===== config.mk =====
export PLATFORM = sky130hd
export DESIGN_NAME = req_stage
export DESIGN_NICKNAME = d
export VERILOG_FILES = /design/src/common/cache_pkg.sv /design/src/req_stage.sv
export SDC_FILE = /design/constraint.sdc
export NUM_CORES = 1
export LEC_CHECK = 0
export ABC_AREA = 1
export BUFFER_PORTS_ARGS = -buffer_cell sky130_fd_sc_hd__buf_4
export CORE_ASPECT_RATIO = 0.5
export CORE_MARGIN = 5
export CORE_UTILIZATION = 42
export CTS_BUF_LIST = sky130_fd_sc_hd__clkbuf_2
export DETAILED_ROUTE_END_ITERATION = 8
export PLACE_DENSITY_LB_ADDON = 0.15
export REMOVE_ABC_BUFFERS = 1
export SKIP_LAST_GASP = 1
export SLEW_MARGIN = 20
export SYNTH_ARGS = -nofsm -noshare
export SYNTH_HDL_FRONTEND = slang
export SYNTH_SLANG_ARGS = --single-unit

===== constraint.sdc =====
create_clock -name clk -period 3.4 [get_ports clk]
set_clock_uncertainty 0.05 [all_clocks]
set_input_delay 0.51 -clock clk [delete_from_list [all_inputs] [get_ports clk]]
set_output_delay 0.51 -clock clk [all_outputs]
set_load 0.05 [all_outputs]

===== src/common/cache_pkg.sv =====
package cache_pkg;

    // geometry of the two-way cache
    localparam int TAG_W    = 20;
    localparam int INDEX_W  = 7;
    localparam int OFFSET_W = 5;
    localparam int WORDS    = 8;
    localparam int LINE_W   = 256;

    // request opcodes
    localparam logic OP_READ  = 1'b0;
    localparam logic OP_WRITE = 1'b1;

    // cache view of a byte address
    typedef struct packed {
        logic [TAG_W-1:0]    tag;
        logic [INDEX_W-1:0]  index;
        logic [OFFSET_W-1:0] offset;
    } addr_fields_t;

    // flat on the memory side, split into fields inside the cache
    typedef union packed {
        logic [31:0]  flat;
        addr_fields_t f;
    } cache_addr_t;

endpackage


===== src/req_stage.sv =====
`timescale 1ns/100ps

module req_stage (
    input  logic                          clk,
    input  logic                          resetn,
    input  logic                          valid,
    input  logic                          op,
    input  cache_pkg::cache_addr_t        addr,
    input  logic [3:0]                    wstrb,
    input  logic [31:0]                   wdata,
    input  logic                          can_accept,
    output logic                          addr_ok,
    output logic                          rd_en,
    output logic [cache_pkg::INDEX_W-1:0] rd_index,
    output logic                          req_valid_q,
    output logic                          op_q,
    output cache_pkg::cache_addr_t        addr_q,
    output logic [3:0]                    wstrb_q,
    output logic [31:0]                   wdata_q
);
    import cache_pkg::*;

    // handshake is combinational in the accept cycle
    assign addr_ok = valid & can_accept;

    // arrays are read in the same cycle as the accept
    assign rd_en    = addr_ok;
    assign rd_index = addr.f.index;

    // stage occupancy, reloaded or emptied whenever lookup frees
    always_ff @(posedge clk) begin
        if (!resetn) begin
            req_valid_q <= 1'b0;
        end else if (can_accept) begin
            req_valid_q <= valid;
        end
    end

    always_ff @(posedge clk) begin
        if (addr_ok) begin
            op_q    <= op;
            addr_q  <= addr;
            wstrb_q <= wstrb;
            wdata_q <= wdata;
        end
    end

endmodule


==> summary.txt <==
Status
  • Outcome: complete, no violations

STA
  • Least-Margin Pin Slew: 0.836 ns
  • Fin Setup TNS: 0 ns
  • RSZ-0062 raised after global routing: no
  • Final Max Tran Viols: 0
  • Setup violators final: 0
  • Fin crit share: 0.485
  • FMAX: 0.606 GHz
  • Final Hold Viols: 0
  • Min cycle time layout: roughly 1.7 ns
  • Worst hold margin: roughly 0.15 ns
  • Worst slew margin: 0.443

Route
  • Drt first-iter violations: 39
  • Antenna-violating nets left: 0
  • Pre-antenna DRT Iters: 3
  • Drt drc: 0
  • Total Wirelength: between 4 and 5 mm
  • Via count: 1322
  • Routed WL per cell: 15.0 um
  • Vias per cell: 4.21

Critical path
  • Slowest stage delay, CP: 0.42 ns
  • Crit path max-delay family: flip-flops
  • Worst Setup EP: addr_q[27]
  • CP max FO: 1
  • WP data arrival: around 1.1 ns
  • Worst R2R Start: req_valid_q
  • Worst-path cell chain: buf_4
  • Setup CP Type: reg2out
  • Critical Path End Type: output port
  • Setup crit start: addr_q[27]
  • WP buf/inv: 1
  • RR Endpoint: req_valid_q
  • Slowest-stage cell, CP: edfxtp_1
  • CP startpoint kind: flop
  • CP Depth: 1
  • Worst EP required: around 2.8 ns
  • R2R Setup Slk: 2.76 ns
  • Worst R2R Path Depth: 2

Floorplanning
  • Die area: 0.00682 sq mm
  • Die Height: 60.9 um
  • Core footprint: 0.00498 sq mm
  • Initial Utilization: 0.438
  • Die Width: around 110 um
  • I/O Pins: about 150
  • Row cnt: 18

Clocking
  • Clk buf depth: 2
  • PostCTS Resize Cnt: 0
  • H-tree depth: 3
  • Root buf cell: clkbuf_2
  • Postcts setup bufs: 0
  • CTS Hold Bufs: 0
  • CTS Buf Count: 9
  • Clk pin slew, worst setup/hold paths: 0.18 ns
  • Clk Latency, worst-skew pair: roughly 0.46 ns
  • TritonCTS clock tree: yes
  • Clock tree sinks: 70

Synthesis
  • Warnings from Yosys: 0
  • Synthesized area: 0.00218 sq mm
  • Count of cell types in the netlist: 6
  • Seq cells post-synth: 70
  • Seq/Total Area, Yosys: 0.960
  • Post-Syn Instances: 84
  • Mean area per synthesized cell: 25.9 sq um

Worst hold path
  • Worst min-delay path category: in2reg
  • Worst Min Path Start: addr[3]

GRT
  • Number of global-route vias before repair: 1395
  • Global-route wire length before repair: 6.91 mm
  • Most used routing layer in global routing: met2
  • M1 GR Usage: 0.137
  • Largest net degree at the start of global routing: 70
  • GRT Resource Usage Total: 0.139
  • GRT overflow: 0
  • Met3 Use GR: 0.0896
  • Initial antenna violation count: 0
  • Global-route track usage on met2: 0.257

Pwr
  • Leakage: 1.47 nW
  • Pwr per Cell Area: 540 mW/mm^2
  • Peak VDD IR: 0.294 mV

Placement
  • HPWL after detailed placement: 3.58 mm
  • Area post-placement: 0.00335 sq mm
  • Final RePlAce weighted congestion: slightly above 0.7
  • Port Buffers: ~150

Cells and area
  • Final instance area: 0.00346 sq mm
  • Ant. Diodes: 0
  • Fill count: 360
  • Multi-input gate area: 16.3 sq um
  • Fin util: 0.695
  • Register cell area after layout: 0.00209 sq mm
  • Ratio of cells with drive above 1 in the final layout: 0.697
  • NumNets Final: ~310
  • Area grow syn2layout: 58.8%

Flow run
  • Maxcap violations: 0
==> flip-flops by register name, summed over array words and instances, names as in the netlist <==
signal	count
op_q	1
wstrb_q	4
wdata_q	32
req_valid_q	1
addr_q	32
==> layout by cell type, fill, tap and decap left out, drive strengths merged <==
cell type and count:
buf 152, inv 3, clkinv 2, bufinv 1
dfxtp 1, a21oi 1, nand2 2, edfxtp 69
clkinvlp 3, clkbuf 10
==> per-layer routing <==
metal | share of wire | routed length [um]
met1 | 0.35 | 1640
met2 | 0.53 | 2500
met3 | 0.12 | 569
met4 | 0.0017 | 8
met5 | 0 | 0
==> cells by family (layout without fill, tap and decap cells) <==
kind of cell,Yosys count,count (layout),synth area share
DFF,70,70,0.960
buffers and inverters,11,171,0.0327
and+or+nand+nor,2,2,0.00345
AOI/OAI and AO/OA,1,1,0.00402
==> through the flow <==
stage | std cells | power, W | setup slack (ns)
finish | 314 | 0.00187 | 1.75
global route | 314 | 0.00196 | 1.60
CTS | 314 | 0.00189 | 1.67
detailed placement | 298 | 0.00145 | 1.50
global placement | 298 | 0.00144 | 1.53
floorplan | 76 | 0.00127 | 0.340
==> how the worst min path moves through the flow <==
stage                              to  cells past startpoint  slack (ns)
after floorplan             addr_q[0]                      0        0.56
after global placement    req_valid_q                      2        0.41
after detailed placement  req_valid_q                      2        0.42
after CTS                   addr_q[0]                      1        0.09
after global routing       wdata_q[2]                      1        0.04
final                       addr_q[3]                      1        0.15
==> final cells by class <==
class	instances	share of cell area
inverters	3	0.00325
flip-flops and latches	70	0.604
repair buffers	152	0.330
clock inverters	6	0.0181
well taps	70	0.0253
multi-input cells	3	0.00470
clock buffers	10	0.0145
==> where the power goes <==
| part | total (W) | switching, W | internal, W |
|---|---|---|---|
| clock | 0.000448 | 0.000278 | 0.000170 |
| combinational | 0.000394 | 0.000267 | 0.000127 |
| sequential | 0.00103 | 0.0000150 | 0.00101 |
==> worst reg2reg max path: stages, from the launching register on <==
cell	delay, ns
dfxtp_1	0.37
nand2_1	0.07
a21oi_2	0.10
==> cell usage after synthesis <==
master    number  share of area
nand2_1        2         0.0034
dfxtp_1        1         0.0092
edfxtp_1      69           0.95
inv_1          3         0.0052
a21oi_2        1         0.0040
buf_4          8          0.028
No activity file was read; power rests on OpenSTA's default activity.
