===== src/common/cache_pkg.sv =====
package cache_pkg;

    // geometry of the two-way cache
    localparam int TAG_W    = 20;
    localparam int INDEX_W  = 7;
    localparam int OFFSET_W = 5;
    localparam int WORDS    = 8;
    localparam int LINE_W   = 256;

    // request opcodes
    localparam logic OP_READ  = 1'b0;
    localparam logic OP_WRITE = 1'b1;

    // cache view of a byte address
    typedef struct packed {
        logic [TAG_W-1:0]    tag;
        logic [INDEX_W-1:0]  index;
        logic [OFFSET_W-1:0] offset;
    } addr_fields_t;

    // flat on the memory side, split into fields inside the cache
    typedef union packed {
        logic [31:0]  flat;
        addr_fields_t f;
    } cache_addr_t;

endpackage


===== src/ways/lookup_stage.sv =====
`timescale 1ns/100ps

module lookup_stage (
    input  logic                          clk,
    input  logic                          resetn,
    input  logic                          req_valid_q,
    input  logic                          op_q,
    input  cache_pkg::cache_addr_t        addr_q,
    input  logic [3:0]                    wstrb_q,
    input  logic [31:0]                   wdata_q,
    input  logic [cache_pkg::TAG_W-1:0]   way0_tag,
    input  logic                          way0_valid,
    input  logic [cache_pkg::LINE_W-1:0]  way0_line,
    input  logic [cache_pkg::TAG_W-1:0]   way1_tag,
    input  logic                          way1_valid,
    input  logic [cache_pkg::LINE_W-1:0]  way1_line,
    input  logic                          victim_way,
    input  logic [cache_pkg::LINE_W-1:0]  refill_line,
    input  logic                          refill_done,
    output logic                          can_accept,
    output logic                          miss,
    output logic                          data_ok,
    output logic [31:0]                   rdata,
    output logic                          wr_en0,
    output logic                          wr_en1,
    output logic [cache_pkg::INDEX_W-1:0] wr_index,
    output logic [cache_pkg::TAG_W-1:0]   wr_tag,
    output logic [cache_pkg::LINE_W-1:0]  wr_line,
    output logic                          wr_dirty
);
    import cache_pkg::*;

    logic                        hit0;
    logic                        hit1;
    logic                        hit;
    logic                        active;
    logic                        done_q;
    logic                        write_hit;
    logic [OFFSET_W-3:0]         word_sel;
    logic [LINE_W-1:0]           src_line;
    logic [LINE_W-1:0]           merged_line;
    logic [31:0]                 old_word;
    logic [31:0]                 new_word;

    assign hit0 = way0_valid & (way0_tag == addr_q.f.tag);
    assign hit1 = way1_valid & (way1_tag == addr_q.f.tag);
    assign hit  = hit0 | hit1;

    // a finished write stays in the registers one more cycle, ignore it
    assign active    = req_valid_q & ~done_q;
    assign write_hit = active & hit & (op_q == OP_WRITE);
    assign miss      = active & ~hit;

    always_ff @(posedge clk) begin
        if (!resetn) begin
            done_q <= 1'b0;
        end else begin
            done_q <= write_hit;
        end
    end

    assign word_sel = addr_q.f.offset[OFFSET_W-1:2];
    assign src_line = refill_done ? refill_line : (hit1 ? way1_line : way0_line);

    // store bytes go over the selected word of the source line
    always_comb begin
        old_word = src_line[word_sel*32 +: 32];
        for (int b = 0; b < 4; b++) begin
            new_word[b*8 +: 8] = wstrb_q[b] ? wdata_q[b*8 +: 8] : old_word[b*8 +: 8];
        end
        merged_line = src_line;
        merged_line[word_sel*32 +: 32] = new_word;
    end

    assign data_ok    = active & (hit | refill_done);
    assign rdata      = old_word;
    assign can_accept = ~active | (hit & (op_q == OP_READ)) | refill_done;

    // write hit goes to the hit way, refill to the victim
    assign wr_en0   = (write_hit & ~hit1) | (refill_done & ~victim_way);
    assign wr_en1   = (write_hit & hit1) | (refill_done & victim_way);
    assign wr_index = addr_q.f.index;
    assign wr_tag   = addr_q.f.tag;
    assign wr_line  = (op_q == OP_WRITE) ? merged_line : src_line;
    assign wr_dirty = (op_q == OP_WRITE);

endmodule


===== config.mk =====
export PLATFORM = sky130hd
export DESIGN_NAME = lookup_stage
export DESIGN_NICKNAME = d
export VERILOG_FILES = /design/src/common/cache_pkg.sv /design/src/ways/lookup_stage.sv
export SDC_FILE = /design/constraint.sdc
export NUM_CORES = 1
export LEC_CHECK = 0
export BUFFER_PORTS_ARGS = -buffer_cell sky130_fd_sc_hd__buf_2
export CAP_MARGIN = 20
export CORE_AREA = 2 2 470 472
export CTS_BUF_LIST = sky130_fd_sc_hd__clkbuf_8
export DETAILED_ROUTE_END_ITERATION = 10
export DIE_AREA = 0 0 472 474
export SYNTH_ARGS = -nofsm -noshare
export SYNTH_HDL_FRONTEND = slang
export SYNTH_SLANG_ARGS = --single-unit
export TNS_END_PERCENT = 10

===== constraint.sdc =====
create_clock -name clk -period 8.4 [get_ports clk]
set_input_delay 2.52 -clock clk [delete_from_list [all_inputs] [get_ports clk]]
set_output_delay 2.52 -clock clk [all_outputs]
set_load 0.01 [all_outputs]

==> out/qor.yml <==
die:
  die_y_um: 474
  die_area_um2: 224000
  io_pins: 1205
  rows: 172
  coreArea_um2: 219000
  initial_core_util: 0.0652
  die_w_um: 472
timing:
  layout_setup_ws_ps: -31.9
  fmax_mhz: 119
  period_share: 1.00
  timing.hold.ws_ps: 681
  slew_violations: 0
  worstMarginPinSlew_ps: 1030
  maxSlewHeadroom: 0.312
  hold_violations: 0
  period_minus_slack_ps: 8430
  rsz0062_at_grt: "true"
  clock_skew_ps: 0
  setup_viol: 11
logic_synthesis:
  async_flop_share: 0
  yosysSeqAreaShare: 0.00140
  synth_nets: 3359
  yosys_warnings: 0
  syn_area_per_cell_um2: 5.77
  synth-seq-cells: 1
  postSynthCellCount: 2470
  synth_edf_count: 0
  synth_area_um2: 14200
  ys.flop_type: "dfxtp_1"
  synth_cell_types: 80
grt:
  busiest_layer: "met2"
  antenna_found_initial: 409
  use_met3: 0.160
  grt_pass1_vias: 28500
  grt_max_degree: 76
  grt_util_met2: 0.341
  grt.overflow.total: 0
  grt_pass1_wl_um: 353000
  grtUsageMet1: 0.282
  grt_use_total: 0.248
outcome:
  violations: "negative setup slack"
  outcome: "finished, violations left"
setup_path:
  path_buf_inv: 8
  cp_cell_sequence: "buf_4, xnor2_2, buf_4, nand2_4, or4_4, buf_12, buf_12, o211ai_4, buf_12, buf_4, o221ai_1, o21bai_1, a211oi_2, mux2i_4, buf_12, o22ai_1, buf_2"
  cp_common_cell: "buf_12"
  crit_path_top_delay_cell: "or4_4"
  cp.required_ps: 5880
  critPathTopFamily: "buffers and inverters"
  worst_setup_path_start_kind: "input pin"
  end_kind: "primary output"
  max_stage_delay_ps: 570
  critical_path_class: "in -> out"
  cp.arrival_ps: 5910
  r2r_end: "done_q"
  crit_fanout: 12
  reg2reg_depth: 3
  crit-reg2reg-launch: "done_q"
  r2r_slack_ps: 7310
routing:
  drt_iter0_markers: 3843
  ant_nets: 0
  drtPass1Iterations: 7
  vias_per_cell: 4.38
  drc: 0
  routedWlPerCell_um: 40.9
  wirelength_um: 295000
  vias: 31600
placement:
  dp_cells: 6849
  hpwl_um: 265000
  portBuffers: 1188
  place_congestion: 1.02
  pre_cts_slack_ps: -667
finish:
  layout.cells.non_filler: 7216
  final_cell_mix: "buf_2, buf_4, nand2_1"
  nets: 4930
  final_core_util: 0.151
  reg_top3: "done_q x1"
  num-fill-cells: 25600
  ff_latch_area_um2: 20.0
  multi_input_area_um2: 15300
  drive_gt1_frac: 0.573
  largest_reg_flops: 1
  regMostFlops: "done_q"
  area_growth_pct: 132
  layout_commonest_cell: "buf_2"
min_path:
  hold_end: "done_q"
  hold_path_class: "reg -> reg"
  min_path_cells: 3
  hp-start: "done_q"
power:
  ir_drop_uv: 24.4
  cellLeakagePower_nw: 13.2
  power_density_nw_per_um2: 69.3
  fin_total_pwr_mw: 2.29
flow_run:
  max_cap_viol_count: 0
clock_network:
  cts_hold_buf: 0
  clk_pin_slew_worst_paths_ps: 0
  clock_latency_ps: 0
==> cell usage after synthesis (11+ instances only) <==
cell type  number  area share
o22ai_1       115       0.050
o21bai_1       18      0.0095
a31oi_1       119       0.052
o22a_1         26       0.016
nand3_1       237       0.083
mux2i_1        37       0.026
buf_1          31      0.0082
o211ai_1       54       0.028
a211oi_1       24       0.013
mux2i_4        19       0.030
nor2_1        169       0.045
nand2_1       315       0.083
o21ai_1        66       0.023
nor3_1         38       0.013
o32ai_1        13      0.0080
o31ai_1        29       0.015
o21ai_0       308        0.11
nand2b_1       33       0.014
clkbuf_1      210       0.055
inv_1          11      0.0029
a211oi_2       18       0.016
a21oi_1       191       0.067
nor4_1         15      0.0066
nand4_1        16      0.0070
buf_2          20      0.0070
a31o_2         48       0.030
o221ai_1       20       0.012
buf_4          30       0.016
and3_1         13      0.0057
o211a_1        18       0.013
a311oi_1       35       0.022
xnor2_1        36       0.022
==> cell type report <==
cell class              count  share of cell area
diodes                    306              0.0232
inverters                  13             0.00170
multi-input cells        2159               0.463
flip-flops and latches      1            0.000606
well taps                2871               0.109
repair buffers           1866               0.403
==> kinds of logic after synthesis <==
| family | count (synthesis) | share of synthesized area |
|---|---|---|
| adder cells (fa/ha/maj) | 5 | 0.00439 |
| multiplexers | 69 | 0.0668 |
| AO/OA/AOI/OAI | 1164 | 0.527 |
| flip-flops | 1 | 0.00140 |
| AND/OR/NAND/NOR | 881 | 0.281 |
| buffers and inverters | 310 | 0.0945 |
| XOR/XNOR | 40 | 0.0246 |
==> how the worst max path moves through the flow <==
stage               depth (start not counted)        start  slack, ps            to
floorplan                                  14    addr_q[2]        510   wr_line[72]
global placement                           16   addr_q[27]       -680   wr_line[58]
detailed placement                         16   addr_q[27]       -670   wr_line[58]
CTS                                        18  way1_tag[2]        -90  wr_line[119]
global route                               17   addr_q[21]       -100  wr_line[198]
finish                                     17   addr_q[16]        -30  wr_line[230]
==> report_power, final <==
group          leakage [nW]  internal [mW]   switching, mW  total (mW)
clock               0.00194     0.00000499               0  0.00000499
combinational          13.2          0.927            1.36        2.28
sequential          0.00805        0.00485  0.000000000620     0.00485
total                  13.2          0.932            1.36        2.29
==> layer usage <==
| layer | up-vias | share of wire |
|---|---|---|
| li1 | 13000 | - |
| met1 | 14900 | 0.37 |
| met2 | 2676 | 0.38 |
| met3 | 762 | 0.17 |
| met4 | 220 | 0.079 |
| met5 | - | 0.0050 |
==> stage by stage <==
step	TNS [ps]	area (um^2)
2_1_floorplan	0	14200
3_3_place_gp	-52520	28500
3_5_place_dp	-50760	28500
4_1_cts	-582	30500
5_1_grt	-3680	32800
6_report	-153	33000
==> tightest hold or removal path: stages, from the launching register on <==
cell and delay [ps]:
dfxtp_1 290, nor2b_1 60, nand2_1 170, nor3b_1 100
==> timing repair <==
action	CTS	global route
endpoints found under the setup margin	242	251
pin swaps	58	109
buffers inserted	27	36
cloned	3	1
gates resized for setup	380	368
Note: power is estimated with default switching activity, not from simulation.
