**config.mk**
```make
export PLATFORM = sky130hd
export DESIGN_NAME = miss_fsm
export DESIGN_NICKNAME = d
export VERILOG_FILES = /design/src/common/cache_pkg.sv /design/src/miss/refill_buffer.sv /design/src/miss/miss_fsm.sv
export SDC_FILE = /design/constraint.sdc
export NUM_CORES = 1
export LEC_CHECK = 0
export ABC_AREA = 1
export BUFFER_PORTS_ARGS = -buffer_cell sky130_fd_sc_hd__buf_2
export CORE_AREA = 2 2 472 474
export CTS_CLUSTER_DIAMETER = 80
export DETAILED_ROUTE_END_ITERATION = 10
export DIE_AREA = 0 0 474 476
export GPL_ROUTABILITY_DRIVEN = 1
export SETUP_SLACK_MARGIN = 0.02
export SYNTH_ARGS = -nofsm -noshare
export SYNTH_HDL_FRONTEND = slang
export SYNTH_SLANG_ARGS = --single-unit
```
**constraint.sdc**
```tcl
create_clock -name clk -period 2.94 [get_ports clk]
set_input_delay 0.147 -clock clk [delete_from_list [all_inputs] [get_ports clk]]
set_output_delay 0.147 -clock clk [all_outputs]
set_load 0.03 [all_outputs]
```
**src/common/cache_pkg.sv**
```systemverilog
package cache_pkg;

    // geometry of the two-way cache
    localparam int TAG_W    = 20;
    localparam int INDEX_W  = 7;
    localparam int OFFSET_W = 5;
    localparam int WORDS    = 8;
    localparam int LINE_W   = 256;

    // request opcodes
    localparam logic OP_READ  = 1'b0;
    localparam logic OP_WRITE = 1'b1;

    // cache view of a byte address
    typedef struct packed {
        logic [TAG_W-1:0]    tag;
        logic [INDEX_W-1:0]  index;
        logic [OFFSET_W-1:0] offset;
    } addr_fields_t;

    // flat on the memory side, split into fields inside the cache
    typedef union packed {
        logic [31:0]  flat;
        addr_fields_t f;
    } cache_addr_t;

endpackage

```
**src/miss/refill_buffer.sv**
```systemverilog
`timescale 1ns/100ps

module refill_buffer (
    input  logic                         clk,
    input  logic                         resetn,
    input  logic                         ret_valid,
    input  logic                         ret_last,
    input  logic [31:0]                  ret_data,
    output logic [cache_pkg::LINE_W-1:0] line,
    output logic                         line_done
);
    import cache_pkg::*;

    logic [LINE_W-1:0]          buf_q;
    logic [$clog2(WORDS)-1:0]   cnt_q;

    // current beat merged in, so the line is whole on the last beat
    always_comb begin
        line = buf_q;
        if (ret_valid) begin
            line[cnt_q*32 +: 32] = ret_data;
        end
    end

    assign line_done = ret_valid & ret_last;

    always_ff @(posedge clk) begin
        if (!resetn) begin
            cnt_q <= '0;
        end else if (line_done) begin
            cnt_q <= '0;
        end else if (ret_valid) begin
            cnt_q <= cnt_q + 1'b1;
        end
    end

    always_ff @(posedge clk) begin
        if (line_done) begin
            buf_q <= '0;
        end else if (ret_valid) begin
            buf_q <= line;
        end
    end

endmodule

```
**src/miss/miss_fsm.sv**
```systemverilog
`timescale 1ns/100ps

module miss_fsm (
    input  logic                         clk,
    input  logic                         resetn,
    input  logic                         miss,
    input  cache_pkg::cache_addr_t       addr_q,
    input  logic [cache_pkg::TAG_W-1:0]  way0_tag,
    input  logic                         way0_valid,
    input  logic                         way0_dirty,
    input  logic [cache_pkg::LINE_W-1:0] way0_line,
    input  logic [cache_pkg::TAG_W-1:0]  way1_tag,
    input  logic                         way1_valid,
    input  logic                         way1_dirty,
    input  logic [cache_pkg::LINE_W-1:0] way1_line,
    input  logic                         rd_rdy,
    input  logic                         ret_valid,
    input  logic                         ret_last,
    input  logic [31:0]                  ret_data,
    input  logic                         wr_rdy,
    output logic                         victim_way,
    output logic [cache_pkg::LINE_W-1:0] refill_line,
    output logic                         refill_done,
    output logic                         rd_req,
    output logic [31:0]                  rd_addr,
    output logic                         wr_req,
    output logic [31:0]                  wr_addr,
    output logic [cache_pkg::LINE_W-1:0] wr_data
);
    import cache_pkg::*;

    localparam logic [1:0] ST_IDLE   = 2'd0;
    localparam logic [1:0] ST_WB     = 2'd1;
    localparam logic [1:0] ST_REQ    = 2'd2;
    localparam logic [1:0] ST_REFILL = 2'd3;

    logic [1:0]       state_q;
    logic             ptr_q;
    logic             victim_dirty;
    logic [TAG_W-1:0] victim_tag;
    logic             line_done;
    cache_addr_t      rd_a;
    cache_addr_t      wr_a;

    // round-robin choice, stable for the whole miss
    assign victim_way   = ptr_q;
    assign victim_tag   = ptr_q ? way1_tag : way0_tag;
    assign victim_dirty = ptr_q ? (way1_valid & way1_dirty) : (way0_valid & way0_dirty);
    assign wr_data      = ptr_q ? way1_line : way0_line;

    always_ff @(posedge clk) begin
        if (!resetn) begin
            state_q <= ST_IDLE;
            ptr_q   <= 1'b0;
        end else begin
            case (state_q)
                ST_IDLE: begin
                    if (miss) begin
                        state_q <= victim_dirty ? ST_WB : ST_REQ;
                    end
                end
                ST_WB: begin
                    if (wr_rdy) begin
                        state_q <= ST_REQ;
                    end
                end
                ST_REQ: begin
                    if (rd_rdy) begin
                        state_q <= ST_REFILL;
                    end
                end
                default: begin
                    if (line_done) begin
                        state_q <= ST_IDLE;
                        ptr_q   <= ~ptr_q;
                    end
                end
            endcase
        end
    end

    // line-aligned addresses of the missing line and of the victim
    always_comb begin
        rd_a          = addr_q;
        rd_a.f.offset = '0;
        wr_a          = rd_a;
        wr_a.f.tag    = victim_tag;
    end

    assign rd_req      = (state_q == ST_REQ);
    assign rd_addr     = rd_a.flat;
    assign wr_req      = (state_q == ST_WB);
    assign wr_addr     = wr_a.flat;
    assign refill_done = line_done & (state_q == ST_REFILL);

    refill_buffer u_refill (
        .clk       (clk),
        .resetn    (resetn),
        .ret_valid (ret_valid),
        .ret_last  (ret_last),
        .ret_data  (ret_data),
        .line      (refill_line),
        .line_done (line_done)
    );

endmodule

```
==> flow_summary_export.csv <==
group,metric,value,unit
timing,finalMaxSlewViolations,0,
grt,grt_pass1_wl,240000,µm
place,place_inst,6935,
setup_path,worstSetupStartpointType,"register",
die,die_h,476,µm
final_layout,final_common_cell,"nand2_1",
logic_synthesis,synthesis.area,16200,µm²
setup_path,critPathKind,"reg -> out",
logic_synthesis,ys_warn_count,0,
route,maxUsedRoutingLayer,"met5",
final_layout,multi_input_area,8190,µm²
timing,min_period_over_period,95.9,%
grt,antenna_found_initial,259,
clock_tree,cts_sinks,262,
logic_synthesis,synth_seq_area_share,32.3,%
final_layout,final_cell_mix,"nand2_1, buf_2, inv_1, nor2_1, dfxtp_1",
logic_synthesis,synth_cells,2962,
timing,fin_worst_skew,0.0218,ns
route,drtIter0Drc,1947,
route,met3_length,19200,µm
setup_path,r2r_cells,9,
route,wl_met1,63300,µm
logic_synthesis,ys_ff_latch,262,
grt,grt_usage,17.0,%
route,met2_length,108000,µm
route,wirelength,204000,µm
final_layout,final-seq-area,5250,µm²
timing,fmax,355,MHz
timing,setup_tns,0,ns
final_layout,syn2layout_area_growth,74.7,%
grt,grt_max_degree,115,
grt,grt_overflow_total,0,
grt,first_global_vias,19900,
power,p_per_area,442,nW/µm²
final_layout,drive_gt1_share,33.2,%
die,core_area,221000,µm²
setup_path,crit_arrival,2.67,ns
die,io_pins,1207,
min_path,hold_path_startpoint,"ret_data[25]",
place,place.gp.congestion,1.16,
route,dr.pass1.iters,5,
place,io_buffers,1130,
min_path,hp-class,"in -> reg",
clock_tree,cts_tree,"yes",
setup_path,crit_fanout,53,
clock_tree,cts_root_buf,"clkbuf_16",
clock_tree,cts_buffers,29,
setup_path,worstReg2RegStart,"state_q[1]$_SDFFE_PN0P_",
timing,hold_viol_final,0,
power,ir_drop,457,µV
clock_tree,htreeDepth,1,
place,hpwl,181000,µm
setup_path,r2r_slack,0.89,ns
route,drc_errors,0,
status,status,"complete, no violations",
timing,rsz0062_at_grt,"yes",
die,fp.dieArea,226000,µm²
die,initial_core_util,7.34,%
final_layout,fin_nets,4663,
clock_tree,clk_path_buf_depth,3,
flow_run,drv_cap,0,
die,fp.dieW,474,µm
logic_synthesis,synth.avg_cell_area,5.48,µm²
route,wire_per_inst,28.4,µm
min_path,holdPathStages,5,
timing,relSlewSlack,47.0,%
power,p_leak,0.0167,µW
setup_path,timing.rr.end,"state_q[0]$_SDFFE_PN0P_",
die,std_cell_rows,173,
timing,finalCriticalPeriod,2.82,ns
clock_tree,clk_pin_slew,0.06,ns
min_path,min_to,"u_refill.buf_q[25]$_SDFFE_PP0P_",
final_layout,final_util,12.8,%
timing,worstMarginPinSlew,0.794,ns
final_layout,fin_cells,7177,
route,ant_nets,0,
clock_tree,worstSkewPairLatency,0.61,ns
logic_synthesis,ys_types,26,
timing,setup_viol,0,
final_layout,n_fill_cell,26100,
route,num_vias,23400,
setup_path,required,2.79,ns
setup_path,cp-end-kind,"primary output",
route,vias_per_cell,3.25,
-- per-stage QoR --
step                setup WS [ns]  hold WS, ns  area, µm²  total power, µW
CTS                       0.00580      0.00247      27700            12700
finish                      0.120       0.0262      28300            12500
global placement            0.267        0.294      26000             8400
global route             -0.00813       0.0456      28200            13100
floorplan                   0.452        0.268      16300             6110
detailed placement          0.296        0.294      26000             8420
-- routing by layer --
metal  track usage [%]  vias to the layer above
met5             0.789                        -
met4              7.86                      122
met3              6.53                      609
met2              32.8                     1433
met1              15.6                    10300
li1                  -                    10900
-- layout make-up --
cell class,instances,area share [%]
Inverter,539,7.22
Sequential cell,262,18.5
Timing Repair Buffer,1234,27.1
Antenna cell,155,1.37
Clock inverter,15,0.729
Clock buffer,39,3.05
Multi-Input combinational cell,1958,28.9
Tap cell,2975,13.1
-- synth_stat cells (all sizes together) --
library cell	instances	area, µm²
a21oi	37	189
buf	130	762
clkbuf	82	312
conb	1	3.75
dfxtp	262	5250
ha	12	150
inv	539	2020
nand2	1305	4910
nand3	68	350
nand3b	3	26.3
nand4	2	12.5
nor2	309	1160
nor3	50	262
o21ai	162	811
-- cells by family after synthesis --
kind of cell,Yosys count,share of synthesized area (%)
other,1,0.0231
and+or+nand+nor,1737,41.5
buffers and inverters,751,19.1
adders and majority gates,12,0.926
AOI/OAI and AO/OA,199,6.16
DFF,262,32.3
-- power by group --
part	internal (µW)	leakage [µW]	switching [µW]	total (µW)
logic	1300	0.0141	3390	4690
clock network	2360	0.000531	1720	4080
registers	3710	0.00212	58.4	3760
total	7370	0.0167	5160	12500
-- sequential cells by signal (all words and copies together) (netlist names) --
register	cells
u_refill.cnt_q	3
state_q	2
victim_way	1
u_refill.buf_q	256
-- critical path, cell delays in order (launching register included) --
cell and delay [ns]:
dfxtp_1 0.32, inv_1 0.08, ha_4 0.24, buf_12 0.22, o21ai_0 0.55, inv_1 0.08, nand2_1 0.17, nand2_1 0.10
inv_1 0.07, buf_2 0.19
-- repair_timing --
item,4_1_cts,5_1_grt
resized for setup,117,70
pin swaps,3,3
endpoints found under the hold margin,26,0
setup buffers,7,0
cloned,4,4
endpoints found under the setup margin,244,122
hold buffers,18,0
-- how the worst max path moves through the flow --
stage | end | slack (ns) | from
global route | refill_line[189] | -0.008 | u_refill.cnt_q[1]$_SDFFE_PP0P_
finish | refill_line[125] | 0.12 | u_refill.cnt_q[1]$_SDFFE_PP0P_
CTS | refill_line[64] | 0.006 | u_refill.cnt_q[1]$_SDFFE_PP0P_
detailed placement | refill_line[128] | 0.30 | u_refill.cnt_q[0]$_SDFFE_PP0P_
global placement | refill_line[128] | 0.27 | u_refill.cnt_q[0]$_SDFFE_PP0P_
floorplan | refill_line[236] | 0.45 | u_refill.cnt_q[0]$_SDFFE_PP0P_
Note: power is estimated with default switching activity, not from simulation.
